$ cat config.mk
export PLATFORM = sky130hd
export DESIGN_NAME = dbg_mem_top
export DESIGN_NICKNAME = d
export VERILOG_FILES = /design/src/logic/dbg_mem_pkg.sv /design/src/logic/dbg_bus_decode.sv /design/src/logic/dbg_hart_status.sv /design/src/logic/dbg_cmd_fsm.sv /design/src/logic/dbg_read_path.sv /design/src/logic/dbg_mem_top.sv
export SDC_FILE = /design/constraint.sdc
export NUM_CORES = 1
export LEC_CHECK = 0
export BUFFER_PORTS_ARGS = -buffer_cell sky130_fd_sc_hd__clkbuf_2
export CORE_AREA = 5 5 112 114
export CTS_BUF_LIST = sky130_fd_sc_hd__clkbuf_8
export DETAILED_ROUTE_END_ITERATION = 8
export DIE_AREA = 0 0 117 119
export PLACE_DENSITY = 0.78
export SLEW_MARGIN = 20
export SYNTH_ARGS = -nofsm -noshare
export SYNTH_HDL_FRONTEND = slang
export SYNTH_HIERARCHICAL = 1
export SYNTH_SLANG_ARGS = --single-unit
$ cat constraint.sdc
create_clock -name clk_i -period 5.5 [get_ports clk_i]
set_clock_uncertainty 0.05 [all_clocks]
set_input_delay 0.825 -clock clk_i [delete_from_list [all_inputs] [get_ports clk_i]]
set_output_delay 0.825 -clock clk_i [all_outputs]
set_load 0.02 [all_outputs]
$ cat src/logic/dbg_mem_pkg.sv
/*
  shared definitions for the hart-facing memory window of the debug module
  holds the address map, bus and hart widths, abstract command field
  positions, error codes and the jal encoder used for the WHERETO word
  every block of the window imports this package with a wildcard
*/
package dbg_mem_pkg;

  // ----------------------------------------------------------------------
  // sizes
  // ----------------------------------------------------------------------
  localparam int unsigned NrHarts     = 4;
  localparam int unsigned HartSelLen  = 2;
  localparam int unsigned BusWidth    = 32;
  localparam int unsigned BeWidth     = 4;
  localparam int unsigned DbgAddrBits = 12;
  localparam int unsigned DataCount   = 2;
  localparam int unsigned NrRegions   = 8;

  typedef logic [NrHarts-1:0]                   hart_vec_t;
  typedef logic [HartSelLen-1:0]                hart_idx_t;
  typedef logic [BusWidth-1:0]                  bus_word_t;
  typedef logic [BeWidth-1:0]                   bus_be_t;
  typedef logic [DbgAddrBits-1:0]               dbg_addr_t;
  typedef logic [31:0]                          cmd_word_t;
  typedef logic [DataCount-1:0][BusWidth-1:0]   data_regs_t;
  typedef logic [NrRegions-1:0]                 region_t;
  typedef logic [2:0]                           cmderr_t;

  // ----------------------------------------------------------------------
  // address map, low 12 bits of the window
  // ----------------------------------------------------------------------
  localparam dbg_addr_t HaltedAddr      = 12'h100;
  localparam dbg_addr_t GoingAddr       = 12'h104;
  localparam dbg_addr_t ResumingAddr    = 12'h108;
  localparam dbg_addr_t ExceptionAddr   = 12'h10C;
  localparam dbg_addr_t WhereToAddr     = 12'h300;
  localparam dbg_addr_t AbstractCmdAddr = 12'h358;
  localparam dbg_addr_t DataBaseAddr    = 12'h380;
  localparam dbg_addr_t DataEndAddr     = 12'h387;
  localparam dbg_addr_t FlagsBaseAddr   = 12'h400;
  localparam dbg_addr_t FlagsEndAddr    = 12'h7FF;
  // resume entry of the hart, only the low bits enter the jump offset
  localparam dbg_addr_t ResumeAddr      = 12'h810;

  // one-hot region indices
  localparam int unsigned RegHalted    = 0;
  localparam int unsigned RegGoing     = 1;
  localparam int unsigned RegResuming  = 2;
  localparam int unsigned RegException = 3;
  localparam int unsigned RegWhereTo   = 4;
  localparam int unsigned RegData      = 5;
  localparam int unsigned RegFlags     = 6;
  localparam int unsigned RegNone      = 7;

  // byte enables a write has to cover for each register width
  localparam bus_be_t FullBeMask = 4'b1111;
  localparam bus_be_t Byte0Mask  = 4'b0001;

  // abstract command fields
  localparam int unsigned CmdTypeLsb  = 24;
  localparam int unsigned AarSizeLsb  = 20;
  localparam int unsigned PostIncBit  = 19;
  localparam int unsigned RegnoTopLsb = 14;
  localparam logic [7:0] AccessRegister = 8'd0;
  localparam logic [2:0] MaxAarSize     = 3'd3;

  localparam cmderr_t CmdErrNone         = 3'd0;
  localparam cmderr_t CmdErrNotSupported = 3'd2;
  localparam cmderr_t CmdErrException    = 3'd3;
  localparam cmderr_t CmdErrHaltResume   = 3'd4;

  typedef enum logic [1:0] {Idle, Go, Resume, CmdExecuting} cmd_state_e;

  // J-type jal with rd = x0, offset in bytes
  function automatic bus_word_t jal_word(logic [20:0] imm);
    return {imm[20], imm[10:1], imm[11], imm[19:12], 5'd0, 7'b1101111};
  endfunction

endpackage

$ cat src/logic/dbg_bus_decode.sv
/*
  address decoder of the debug memory window
  turns each bus request into a one-hot region and flags bus errors
  region_o is combinational, err_o is valid the cycle after the request
*/
`timescale 1ns/1ps

module dbg_bus_decode
  import dbg_mem_pkg::*;
(
  input  logic      clk_i,
  input  logic      rst_ni,
  input  logic      req_i,
  input  logic      we_i,
  input  bus_word_t addr_i,
  input  bus_be_t   be_i,
  output region_t   region_o,
  output logic      err_o
);

  logic    misaligned;
  bus_be_t be_mask;
  logic    err_d;
  logic    err_q;

  // word accesses only
  assign misaligned = |addr_i[1:0];

  // ----------------------------------------------------------------------
  // region decode
  // ----------------------------------------------------------------------
  always_comb begin
    region_o = '0;
    case (addr_i[DbgAddrBits-1:0]) inside
      HaltedAddr:                   region_o[RegHalted]    = 1'b1;
      GoingAddr:                    region_o[RegGoing]     = 1'b1;
      ResumingAddr:                 region_o[RegResuming]  = 1'b1;
      ExceptionAddr:                region_o[RegException] = 1'b1;
      WhereToAddr:                  region_o[RegWhereTo]   = 1'b1;
      [DataBaseAddr:DataEndAddr]:   region_o[RegData]      = 1'b1;
      [FlagsBaseAddr:FlagsEndAddr]: region_o[RegFlags]     = 1'b1;
      default:                      region_o[RegNone]      = 1'b1;
    endcase
    // idle cycles and misaligned accesses touch nothing
    if (!req_i || misaligned) begin
      region_o          = '0;
      region_o[RegNone] = 1'b1;
    end
  end

  // mailbox words only carry a hart index or a single bit
  always_comb begin
    be_mask = FullBeMask;
    if (region_o[RegHalted] || region_o[RegGoing] ||
        region_o[RegResuming] || region_o[RegException]) begin
      be_mask = Byte0Mask;
    end
  end

  // unmapped or misaligned, or a write narrower than the register
  assign err_d = req_i && (region_o[RegNone] || (we_i && |(~be_i & be_mask)));

  always_ff @(posedge clk_i or negedge rst_ni) begin
    if (!rst_ni) begin
      err_q <= 1'b0;
    end else begin
      err_q <= err_d;
    end
  end

  assign err_o = err_q;

endmodule

$ cat src/logic/dbg_hart_status.sv
/*
  per-hart halted and resuming flags
  harts report their state by writing their index to the mailbox words,
  the GOING and EXCEPTION writes become one-cycle pulses for the FSM
*/
`timescale 1ns/1ps

module dbg_hart_status
  import dbg_mem_pkg::*;
(
  input  logic      clk_i,
  input  logic      rst_ni,
  input  logic      we_i,
  input  region_t   region_i,
  input  bus_word_t wdata_i,
  input  hart_idx_t hartsel_i,
  input  logic      clear_resumeack_i,
  input  logic      ndmreset_i,
  output hart_vec_t halted_o,
  output hart_vec_t resuming_o,
  output logic      halted_ev_o,
  output logic      going_o,
  output logic      exception_o
);

  hart_idx_t wdata_hart;
  hart_vec_t halted_d, halted_q;
  hart_vec_t resuming_d, resuming_q;

  // the writing hart puts its own index in the low bits
  assign wdata_hart = wdata_i[HartSelLen-1:0];

  // pulses, only the selected hart ends a running command
  assign halted_ev_o = we_i && region_i[RegHalted] && (wdata_hart == hartsel_i);
  assign going_o     = we_i && region_i[RegGoing];
  assign exception_o = we_i && region_i[RegException];

  always_comb begin
    halted_d   = halted_q;
    resuming_d = resuming_q;
    // debugger acknowledged the resume
    if (clear_resumeack_i) begin
      resuming_d[hartsel_i] = 1'b0;
    end
    if (we_i && region_i[RegHalted]) begin
      halted_d[wdata_hart] = 1'b1;
    end
    // hart left debug mode
    if (we_i && region_i[RegResuming]) begin
      halted_d[wdata_hart]   = 1'b0;
      resuming_d[wdata_hart] = 1'b1;
    end
    if (ndmreset_i) begin
      halted_d   = '0;
      resuming_d = '0;
    end
  end

  always_ff @(posedge clk_i or negedge rst_ni) begin
    if (!rst_ni) begin
      halted_q   <= '0;
      resuming_q <= '0;
    end else begin
      halted_q   <= halted_d;
      resuming_q <= resuming_d;
    end
  end

  assign halted_o   = halted_q;
  assign resuming_o = resuming_q;

endmodule

$ cat src/logic/dbg_cmd_fsm.sv
/*
  command and resume FSM of the debug memory window
  accepts one-cycle abstract command pulses, checks them and sequences the
  go and resume flags that the harts poll, errors answer combinationally
*/
`timescale 1ns/1ps

module dbg_cmd_fsm
  import dbg_mem_pkg::*;
(
  input  logic      clk_i,
  input  logic      rst_ni,
  input  logic      cmd_valid_i,
  input  cmd_word_t cmd_i,
  input  hart_idx_t hartsel_i,
  input  hart_vec_t haltreq_i,
  input  hart_vec_t resumereq_i,
  input  hart_vec_t halted_i,
  input  hart_vec_t resuming_i,
  input  logic      halted_ev_i,
  input  logic      going_i,
  input  logic      exception_i,
  input  logic      ndmreset_i,
  output logic      go_o,
  output logic      resume_o,
  output logic      cmdbusy_o,
  output logic      cmderror_valid_o,
  output cmderr_t   cmderror_o
);

  cmd_state_e state_d, state_q;
  logic       unsupported;
  logic       resume_ok;

  // only register access, up to 32 bit, no postincrement, no reserved regno
  assign unsupported = (cmd_i[CmdTypeLsb +: 8] != AccessRegister) ||
                       (cmd_i[AarSizeLsb +: 3] >= MaxAarSize) ||
                       cmd_i[PostIncBit] ||
                       (cmd_i[RegnoTopLsb +: 2] != 2'b00);

  // resume is ignored while a halt is requested or the last ack is pending
  assign resume_ok = resumereq_i[hartsel_i] && halted_i[hartsel_i] &&
                     !resuming_i[hartsel_i] && !haltreq_i[hartsel_i];

  assign cmdbusy_o = (state_q != Idle);

  always_comb begin
    state_d          = state_q;
    go_o             = 1'b0;
    resume_o         = 1'b0;
    cmderror_valid_o = 1'b0;
    cmderror_o       = CmdErrNone;
    case (state_q)
      Idle: begin
        if (cmd_valid_i && halted_i[hartsel_i] && !unsupported) begin
          state_d = Go;
        end else if (cmd_valid_i) begin
          // hart must be halted
          cmderror_valid_o = 1'b1;
          cmderror_o       = CmdErrHaltResume;
        end
        if (resume_ok) begin
          state_d = Resume;
        end
      end
      // hart polls go until it jumps to the command area
      Go: begin
        go_o = 1'b1;
        if (going_i) begin
          state_d = CmdExecuting;
        end
      end
      Resume: begin
        resume_o = 1'b1;
        if (resuming_i[hartsel_i]) begin
          state_d = Idle;
        end
      end
      // wait for the hart to come back to the park loop
      CmdExecuting: begin
        if (halted_ev_i) begin
          state_d = Idle;
        end
      end
      default: state_d = Idle;
    endcase

    // higher priority errors override
    if (cmd_valid_i && unsupported) begin
      cmderror_valid_o = 1'b1;
      cmderror_o       = CmdErrNotSupported;
    end
    if (exception_i) begin
      cmderror_valid_o = 1'b1;
      cmderror_o       = CmdErrException;
    end

    if (ndmreset_i) begin
      state_d  = Idle;
      go_o     = 1'b0;
      resume_o = 1'b0;
    end
  end

  always_ff @(posedge clk_i or negedge rst_ni) begin
    if (!rst_ni) begin
      state_q <= Idle;
    end else begin
      state_q <= state_d;
    end
  end

endmodule

$ cat src/logic/dbg_read_path.sv
/*
  data register write merge and registered read data of the window
  hart writes to the data registers leave as a merged word with a valid
  pulse, reads of WHERETO, data and flags answer one cycle later
*/
`timescale 1ns/1ps

module dbg_read_path
  import dbg_mem_pkg::*;
(
  input  logic       clk_i,
  input  logic       rst_ni,
  input  logic       we_i,
  input  region_t    region_i,
  input  bus_word_t  addr_i,
  input  bus_word_t  wdata_i,
  input  bus_be_t    be_i,
  input  hart_idx_t  hartsel_i,
  input  hart_vec_t  resumereq_i,
  input  data_regs_t data_i,
  input  logic       go_i,
  input  logic       resume_i,
  input  logic       cmdbusy_i,
  output data_regs_t data_o,
  output logic       data_valid_o,
  output bus_word_t  rdata_o
);

  logic [$clog2(DataCount)-1:0] data_idx;
  dbg_addr_t                    flag_addr;
  bus_word_t                    rdata_d, rdata_q;

  assign data_idx  = addr_i[2 +: $clog2(DataCount)];
  // byte of the selected hart inside the flags area
  assign flag_addr = FlagsBaseAddr + dbg_addr_t'(hartsel_i);

  // ----------------------------------------------------------------------
  // data register writes
  // ----------------------------------------------------------------------
  always_comb begin
    data_o       = data_i;
    data_valid_o = 1'b0;
    if (we_i && region_i[RegData]) begin
      data_valid_o = 1'b1;
      for (int unsigned b = 0; b < BeWidth; b++) begin
        if (be_i[b]) begin
          data_o[data_idx][b*8 +: 8] = wdata_i[b*8 +: 8];
        end
      end
    end
  end

  // ----------------------------------------------------------------------
  // read data
  // ----------------------------------------------------------------------
  always_comb begin
    rdata_d = rdata_q;
    if (!we_i && !region_i[RegNone]) begin
      rdata_d = '0;
      if (region_i[RegWhereTo]) begin
        // pending command wins over resume
        if (cmdbusy_i) begin
          rdata_d = jal_word(21'(AbstractCmdAddr) - 21'(WhereToAddr));
        end else if (resumereq_i[hartsel_i]) begin
          rdata_d = jal_word(21'(ResumeAddr) - 21'(WhereToAddr));
        end
      end
      if (region_i[RegData]) begin
        rdata_d = data_i[data_idx];
      end
      // go in bit 0, resume in bit 1 of the hart's byte
      if (region_i[RegFlags] &&
          (addr_i[DbgAddrBits-1:2] == flag_addr[DbgAddrBits-1:2])) begin
        rdata_d[flag_addr[1:0]*8 +: 8] = {6'b0, resume_i, go_i};
      end
    end
  end

  always_ff @(posedge clk_i or negedge rst_ni) begin
    if (!rst_ni) begin
      rdata_q <= '0;
    end else begin
      rdata_q <= rdata_d;
    end
  end

  assign rdata_o = rdata_q;

endmodule

$ cat src/logic/dbg_mem_top.sv
/*
  top of the hart-facing debug memory window
  connects the bus decoder, hart status, command FSM and read path to the
  bus, command and hart control ports, with no logic of its own
*/
`timescale 1ns/1ps

module dbg_mem_top
  import dbg_mem_pkg::*;
(
  input  logic       clk_i,
  input  logic       rst_ni,
  // bus
  input  logic       req_i,
  input  logic       we_i,
  input  bus_word_t  addr_i,
  input  bus_word_t  wdata_i,
  input  bus_be_t    be_i,
  output bus_word_t  rdata_o,
  output logic       err_o,
  // abstract commands
  input  logic       cmd_valid_i,
  input  cmd_word_t  cmd_i,
  output logic       cmderror_valid_o,
  output cmderr_t    cmderror_o,
  output logic       cmdbusy_o,
  // hart control
  input  hart_idx_t  hartsel_i,
  input  hart_vec_t  haltreq_i,
  input  hart_vec_t  resumereq_i,
  input  logic       clear_resumeack_i,
  input  logic       ndmreset_i,
  output hart_vec_t  debug_req_o,
  output hart_vec_t  halted_o,
  output hart_vec_t  resuming_o,
  // data registers
  input  data_regs_t data_i,
  output data_regs_t data_o,
  output logic       data_valid_o
);

  region_t region;
  logic    halted_ev, going, exception;
  logic    go, resume;

  // halt requests go straight to the harts
  assign debug_req_o = haltreq_i;

  dbg_bus_decode u_decode (
    .clk_i, .rst_ni, .req_i, .we_i, .addr_i, .be_i,
    .region_o (region),
    .err_o
  );

  dbg_hart_status u_status (
    .clk_i, .rst_ni, .we_i,
    .region_i (region),
    .wdata_i, .hartsel_i, .clear_resumeack_i, .ndmreset_i,
    .halted_o, .resuming_o,
    .halted_ev_o (halted_ev),
    .going_o     (going),
    .exception_o (exception)
  );

  dbg_cmd_fsm u_fsm (
    .clk_i, .rst_ni, .cmd_valid_i, .cmd_i, .hartsel_i, .haltreq_i, .resumereq_i,
    .halted_i    (halted_o),
    .resuming_i  (resuming_o),
    .halted_ev_i (halted_ev),
    .going_i     (going),
    .exception_i (exception),
    .ndmreset_i,
    .go_o        (go),
    .resume_o    (resume),
    .cmdbusy_o, .cmderror_valid_o, .cmderror_o
  );

  dbg_read_path u_read (
    .clk_i, .rst_ni, .we_i,
    .region_i (region),
    .addr_i, .wdata_i, .be_i, .hartsel_i, .resumereq_i, .data_i,
    .go_i      (go),
    .resume_i  (resume),
    .cmdbusy_i (cmdbusy_o),
    .data_o, .data_valid_o, .rdata_o
  );

endmodule

==> results of run 1 <==
==> report_power, final <==
group / switching (µW) / internal (µW) / total (µW)
Clock: 105 / 98.7 / 204
Combinational: 153 / 116 / 268
Sequential: 5.61 / 329 / 334
==> stage by stage <==
stage / total power [µW] / cell area (µm²) / cells
floorplan: 483 / 3960 / 382
finish: 807 / 5390 / 771
CTS: 817 / 5390 / 771
detailed placement: 612 / 5300 / 764
global route: 852 / 5390 / 771
global placement: 607 / 5300 / 764
==> critical path, delay by kind of cell <==
| family | cells | cell delay [ps] |
|---|---|---|
| mux | 1 | 400 |
| simple gates | 5 | 1260 |
| buf+inv | 3 | 550 |
==> Yosys cell counts (3+ instances only) <==
| library cell | number |
|---|---|
| nor2_1 | 10 |
| and3_1 | 6 |
| mux2i_1 | 22 |
| a31oi_1 | 3 |
| mux2_4 | 32 |
| buf_4 | 8 |
| a32oi_1 | 5 |
| ha_1 | 5 |
| nor4_1 | 8 |
| nand2_8 | 4 |
| and4_1 | 4 |
| nand2b_1 | 5 |
| and2_2 | 3 |
| o21ai_1 | 20 |
| nand3b_1 | 3 |
| clkbuf_1 | 3 |
| mux2_1 | 46 |
| nand2_2 | 4 |
| o311ai_0 | 3 |
| nand2_1 | 35 |
| o22ai_1 | 5 |
| o31ai_1 | 3 |
| dfrtp_1 | 43 |
| o21ai_0 | 4 |
| nor2b_1 | 5 |
| nand4_1 | 7 |
| nor3b_1 | 5 |
| inv_1 | 8 |
| a21oi_1 | 10 |
| a211oi_2 | 3 |
| buf_2 | 6 |
| nor3_1 | 3 |
| a31o_2 | 3 |
==> layout make-up <==
type / count / share of cell area, %
Multi-Input combinational cell: 310 / 50.3
Tap cell: 143 / 3.32
Timing Repair Buffer: 260 / 24.3
Inverter: 8 / 0.557
Clock inverter: 1 / 0.0929
Sequential cell: 43 / 20.0
Clock buffer: 6 / 1.53
==> registers in the layout (all words and copies together), names as in the netlist <==
register and cells:
u_status/halted_o 4, u_fsm/state_q 2, u_read/rdata_o 32, u_decode/err_o 1, u_status/resuming_o 4
==> placed cells by master, fill, tap and decap left out, types with 6 or more instances in the layout <==
cell	count
a21oi_1	10
o21ai_1	20
nor2_1	10
nor4_1	7
nand4_1	7
nand2_1	35
mux2_1	46
mux2i_1	22
clkbuf_2	257
clkbuf_8	6
dfrtp_1	43
mux2_4	32
and3_1	6
inv_1	8
==> how the worst min path moves through the flow <==
stage,to,cells after the start,slack (ps),start
after floorplan,u_decode/err_o$_DFF_PN0_,0,480,rst_ni
after global placement,u_read/rdata_o[26]$_DFFE_PN0P_,2,410,u_read/rdata_o[26]$_DFFE_PN0P_
after detailed placement,u_read/rdata_o[23]$_DFFE_PN0P_,2,420,u_read/rdata_o[23]$_DFFE_PN0P_
after CTS,u_read/rdata_o[23]$_DFFE_PN0P_,2,440,u_read/rdata_o[23]$_DFFE_PN0P_
after global routing,u_read/rdata_o[15]$_DFFE_PN0P_,2,460,u_read/rdata_o[15]$_DFFE_PN0P_
final,u_read/rdata_o[23]$_DFFE_PN0P_,2,430,u_read/rdata_o[23]$_DFFE_PN0P_
==> layer usage <==
layer	routed length [µm]	global-route usage, %
met5	0	0
met3	1040	3.55
met2	6930	33.7
met1	5540	22.4
met4	178	4.44
==> logic make-up (layout without fill, tap and decap cells) <==
logic type	Yosys count	after routing	synth area share, %
simple gates	129	129	22.1
mux	103	103	31.9
compound gates	71	71	12.3
flops	43	43	27.2
buf+inv	29	275	4.52
fa+ha+maj	5	5	1.58
xor+xnor	2	2	0.443
==> reports/summary.txt, run 1 <==
status: finished clean
Congestion Overflow GR: 0
number of global-route vias before repair: 4,182
worst setup path end: data_o[56]
I/O pins: 296
critical path launch point type: input pin
R2R cell count: 4
unrepaired setup endpoints after global routing: false
register area: 1080 µm²
peak supply drop: 0.0000809 V
Reg-to-Reg Start: u_fsm/state_q[1]$_DFFE_PN0P_
clk root buf: clkbuf_8
initial antenna violation count: 0
pre-CTS WS: 1590 ps
Hold Violations, Final: 0
Via-to-Cell Ratio: 5.23
Post-CTS Setup Inserts: 0
vias: 4,035
Leakage: 0.00284 µW
residual DRC count: 0
antenna cells: 0
setup TNS: 0 ps
PortBufs: 257
Yosys warning total: 6
TritonRoute pass-1 iters: 4
setup violators final: 0
Area growth syn-to-layout: 36.2%
Yosys top cell by area: dfrtp_1
layout cells sized above 1: 53.3%
Initial Utilization: 35.0%
later-pin clock latency in the skew report: 300 ps
type of element capturing the critical path: primary output
Core Area: 11,300 µm²
Setup CP Type: in -> out
crit path DAT: 3040 ps
clk sink count: 43
crit path launch: addr_i[11]
Synth Net Count: 568
clk slew on worst S/H paths: 80 ps
crit-path most repeated cell: clkbuf_2
CTS Hold Bufs: 0
Hold/Removal Path Class: reg -> reg
Initial DRC Count: 153
Synth Instances: 382
Nets: 814
multi-input logic area: 2710 µm²
asr flop ratio synth: 100%
max frequency: 255 MHz
CTS Buffer Depth: 2
Seq cells post-synth: 43
Worst-Margin Slew: 855 ps
H-tree levels: 2
ys flop type: dfrtp_1
GP Congestion: 0.824
final WL: 13.7 mm
r2r endpoint: u_read/rdata_o[0]$_DFFE_PN0P_
Global Route Usage Sum: 18.6%
Setup WS post-layout: 1580 ps
Max-slew headroom: 42.8%
Filler Cells Inserted: 1,126
CP max stage cell: mux2_1
Final Max Tran Viols: 0
post-synth top area share: 27.2%
max-cap viol count: 0
ANT nets after route: 0
Die H: 119 µm
Num CTS Buffers: 5
R2R Setup Slk: 3820 ps
Die X: 117 µm
syn avg cell area: 10.4 µm²
die area: 13,900 µm²
CTS tree: done
synth top area cells: dfrtp_1 27%, mux2_1 13%, mux2_4 12%
Util after Layout: 47.6%
register area share after synthesis: 27.2%
worst-path fanout max: 17
CP Cell Sequence: clkbuf_2 -> nor4_1 -> nand2_1 -> nor4_2 -> buf_4 -> and3_1 -> nand2_2 -> mux2_1 -> clkbuf_2
first-pass GRT wire length: 20.7 mm
synthesized area: 3960 µm²
largest net degree at the start of global routing: 44
crit share post-route: 71.3%
worst hold slack: 434 ps
Rows: 39
Worst Path Required: 4620 ps
Distinct cells, synth: 73
drt wl/cell: 17.8 µm
Final Critical Period: 3920 ps
number of synthesized flops with an enable pin: 0
PwrDens: 150 nW/µm²
post_cts resized: 0
dpl hpwl: 11.5 mm
CP peak stage delay: 400 ps
Note: power is estimated with default switching activity, not from simulation.
==> run 2: changes to the inputs <==
ABC_AREA = 1   (was unset)
PLACE_DENSITY = 0.83   (was 0.78)
clock period = 3.4 ns   (was 5.5 ns; I/O delays follow)
==> run 2 against run 1 <==
Critical path depth rose by 2. Cell count increased by 34%. Clock-buffer cell count unchanged. Non-clock buffer count rose by 3.
==> reports/summary.txt, run 2 <==
max reg flops: 32 (unchanged)
critical path launch point type: input pin
pre-CTS WS: 322 ps (-1260 ps)
CP peak stage delay: 370 ps (-30 ps)
Filler Cells Inserted: 1,198 (+6.4%)
Yosys top cell by area: dfrtp_1
clk root buf: clkbuf_8
Util after Layout: 49.5% (+1.9 points)
max-cap viol count: 0 (unchanged)
finished layout cell area: 5600 µm² (+3.9%)
Post-CTS Setup Inserts: 0 (unchanged)
Setup WS post-layout: 321 ps (-1260 ps)
Seq cells post-synth: 43 (unchanged)
R2R cell count: 7 (+3)
post-synth top area share: 26.1% (-1.1 points)
type of element capturing the critical path: primary output
CTS Hold Bufs: 0 (unchanged)
Placement Cell Area: 5510 µm² (+4.0%)
Synth Net Count: 828 (+46%)
CTS tree: done
Max-slew headroom: 55.6% (+13 points)
first-pass GRT wire length: 24.1 mm (+16%)
Area growth syn-to-layout: 36.0%
clk slew on worst S/H paths: 80 ps (about the same)
asr flop ratio synth: 100% (unchanged)
Worst Path Required: 2840 ps (-1780 ps)
PwrDens: 246 nW/µm² (+64%)
residual DRC count: 0 (unchanged)
Global Route Usage Sum: 21.2% (+2.6 points)
post_cts resized: 0 (unchanged)
CTS Buffer Depth: 2 (unchanged)
die area: 13,900 µm² (unchanged)
Yosys warning total: 6 (unchanged)
synthesized area: 4120 µm² (+4.1%)
Initial Utilization: 36.4% (+1.4 points)
Core Area: 11,300 µm² (unchanged)
drt wl/cell: 14.8 µm (-17%)
Leakage: 0.00334 µW (+18%)
GP Congestion: 0.896 (+8.7%)
register area share after synthesis: 26.1% (-1.1 points)
worst hold slack: 131 ps (-303 ps)
initial antenna violation count: 0 (unchanged)
crit-path most repeated cell: clkbuf_2
Die X: 117 µm (unchanged)
number of synthesized flops with an enable pin: 0 (unchanged)
CP max stage cell: mux2_2
later-pin clock latency in the skew report: 300 ps (about the same)
TritonRoute pass-1 iters: 4 (unchanged)
Synth Instances: 642 (+68%)
Hold/Removal Path Class: in -> async
setup violators final: 0 (unchanged)
Setup CP Type: in -> out
largest net degree at the start of global routing: 48 (+9.1%)
layout cells sized above 1: 39.3% (-14 points)
Nets: 1,078 (+32%)
synth top area cells: dfrtp_1 26%, nand2_1 18%, mux2_2 10%
status: finished clean
multi-input logic area: 2590 µm² (-4.5%)
max frequency: 325 MHz
syn avg cell area: 6.42 µm² (-38%)
clk sink count: 43 (unchanged)
Hold Violations, Final: 0 (unchanged)
number of global-route vias before repair: 5,129 (+23%)
Initial DRC Count: 295 (+93%)
CP Cell Sequence: clkbuf_2 -> inv_1 -> nand2_2 -> nor2_2 -> nand3_1 -> nor2_1 -> nand2_4 -> nor2_4 -> nand2_1 -> mux2_2 -> clkbuf_2
ANT nets after route: 0 (unchanged)
Die H: 119 µm (unchanged)
Worst-Margin Slew: 666 ps (-189 ps)
top-count cell post-synth: nand2_1
most frequent cells in the layout: 257 x clkbuf_2, 195 x nand2_1, 80 x inv_1, 62 x nor2_1, 56 x o21ai_0
Final Critical Period: 3080 ps
Num CTS Buffers: 5 (unchanged)
Final Max Tran Viols: 0 (unchanged)
unrepaired setup endpoints after global routing: false
Distinct cells, synth: 35 (-52%)
ys flop type: dfrtp_1
Rows: 39 (unchanged)
Via-to-Cell Ratio: 4.90 (-6.4%)
PortBufs: 257 (unchanged)
peak supply drop: 0.000153 V (+89%)
worst-path fanout max: 13 (-4)
top cells by count, synth: 195 x nand2_1, 80 x inv_1, 62 x nor2_1, 56 x o21ai_0, 43 x dfrtp_1
crit share post-route: 90.6%
Congestion Overflow GR: 0 (unchanged)
vias: 5,072 (+26%)
register area: 1080 µm² (unchanged)
crit path DAT: 2520 ps (-520 ps)
setup TNS: 0 ps (unchanged)
commonest non-fill, non-tap cell in the layout: clkbuf_2
final WL: 15.3 mm (+12%)
dpl hpwl: 12.9 mm (+12%)
antenna cells: 0 (unchanged)
H-tree levels: 2 (unchanged)
I/O pins: 296 (unchanged)
## run 2: cell count changes in the layout (fill, tap and decap cells not counted), moves of 12 or more
| cell | before | now |
|---|---|---|
| a21oi_1 | 10 | 31 |
| nand2_1 | 35 | 195 |
| o21ai_1 | 20 | 4 |
| mux2i_1 | 22 | 10 |
| mux2_2 | 2 | 38 |
| inv_1 | 8 | 80 |
| nand3_1 | 1 | 40 |
| mux2_1 | 46 | 0 |
| nor2_1 | 10 | 62 |
| o21ai_0 | 4 | 56 |
| mux2_4 | 32 | 0 |
## run 2: worst paths after layout
kind | from | slack [ps] | to
min in group clk_i | req_i | 430 | u_decode/err_o$_DFF_PN0_
setup reg to reg | u_fsm/state_q[0]$_DFFE_PN0P_ | 1720 | u_read/rdata_o[25]$_DFFE_PN0P_
hold / removal | rst_ni | 130 | u_read/rdata_o[12]$_DFFE_PN0P_
hold reg to reg | u_read/rdata_o[31]$_DFFE_PN0P_ | 440 | u_read/rdata_o[31]$_DFFE_PN0P_
max in group asynchronous | rst_ni | 2440 | u_status/resuming_o[0]$_DFF_PN0_
setup / recovery | addr_i[1] | 320 | data_o[28]
## run 2: area by class of cell
type                       instances  share of cell area [%]
clock buffer                       6                    1.47
timing repair buffer             263                    23.8
inverter                          89                    6.05
multi-input combinational        490                    46.2
tap                              143                    3.19
clock inverter                     1                  0.0894
sequential                        43                    19.2
## run 2: kinds of logic (layout without fill, tap and decap cells)
kind of cell,after synthesis,after routing,share of synthesized area (%)
and+or+nand+nor,341,341,36.3
buffers and inverters,109,359,11.1
AOI/OAI and AO/OA,96,96,12.2
muxes,48,48,12.8
DFF,43,43,26.1
adders and majority gates,5,5,1.52
## run 2: stage by stage
step	total power [µW]	std cells
after CTS	1390	1035
after floorplan	829	642
after detailed placement	1050	1028
after global placement	1040	1028
final	1380	1035
after global routing	1460	1035
## run 2: critical path: cells and delay by family
kind                   cells  cell delay, ps
buffers and inverters      3             330
muxes                      1             370
and+or+nand+nor            7            1300
## run 2: where the power goes
| group | internal (µW) | switching (µW) |
|---|---|---|
| clock network | 160 | 181 |
| logic | 185 | 316 |
| registers | 524 | 13.4 |
## run 2: layer usage
layer  vias to the layer above  GRT usage, %  part of all wire (%)
met5                         -             0                     0
met4                         0          5.38                   1.8
met3                        23          3.85                   6.8
met2                       194          37.5                    51
met1                      2309          26.2                    41
li1                       2546             -                     -
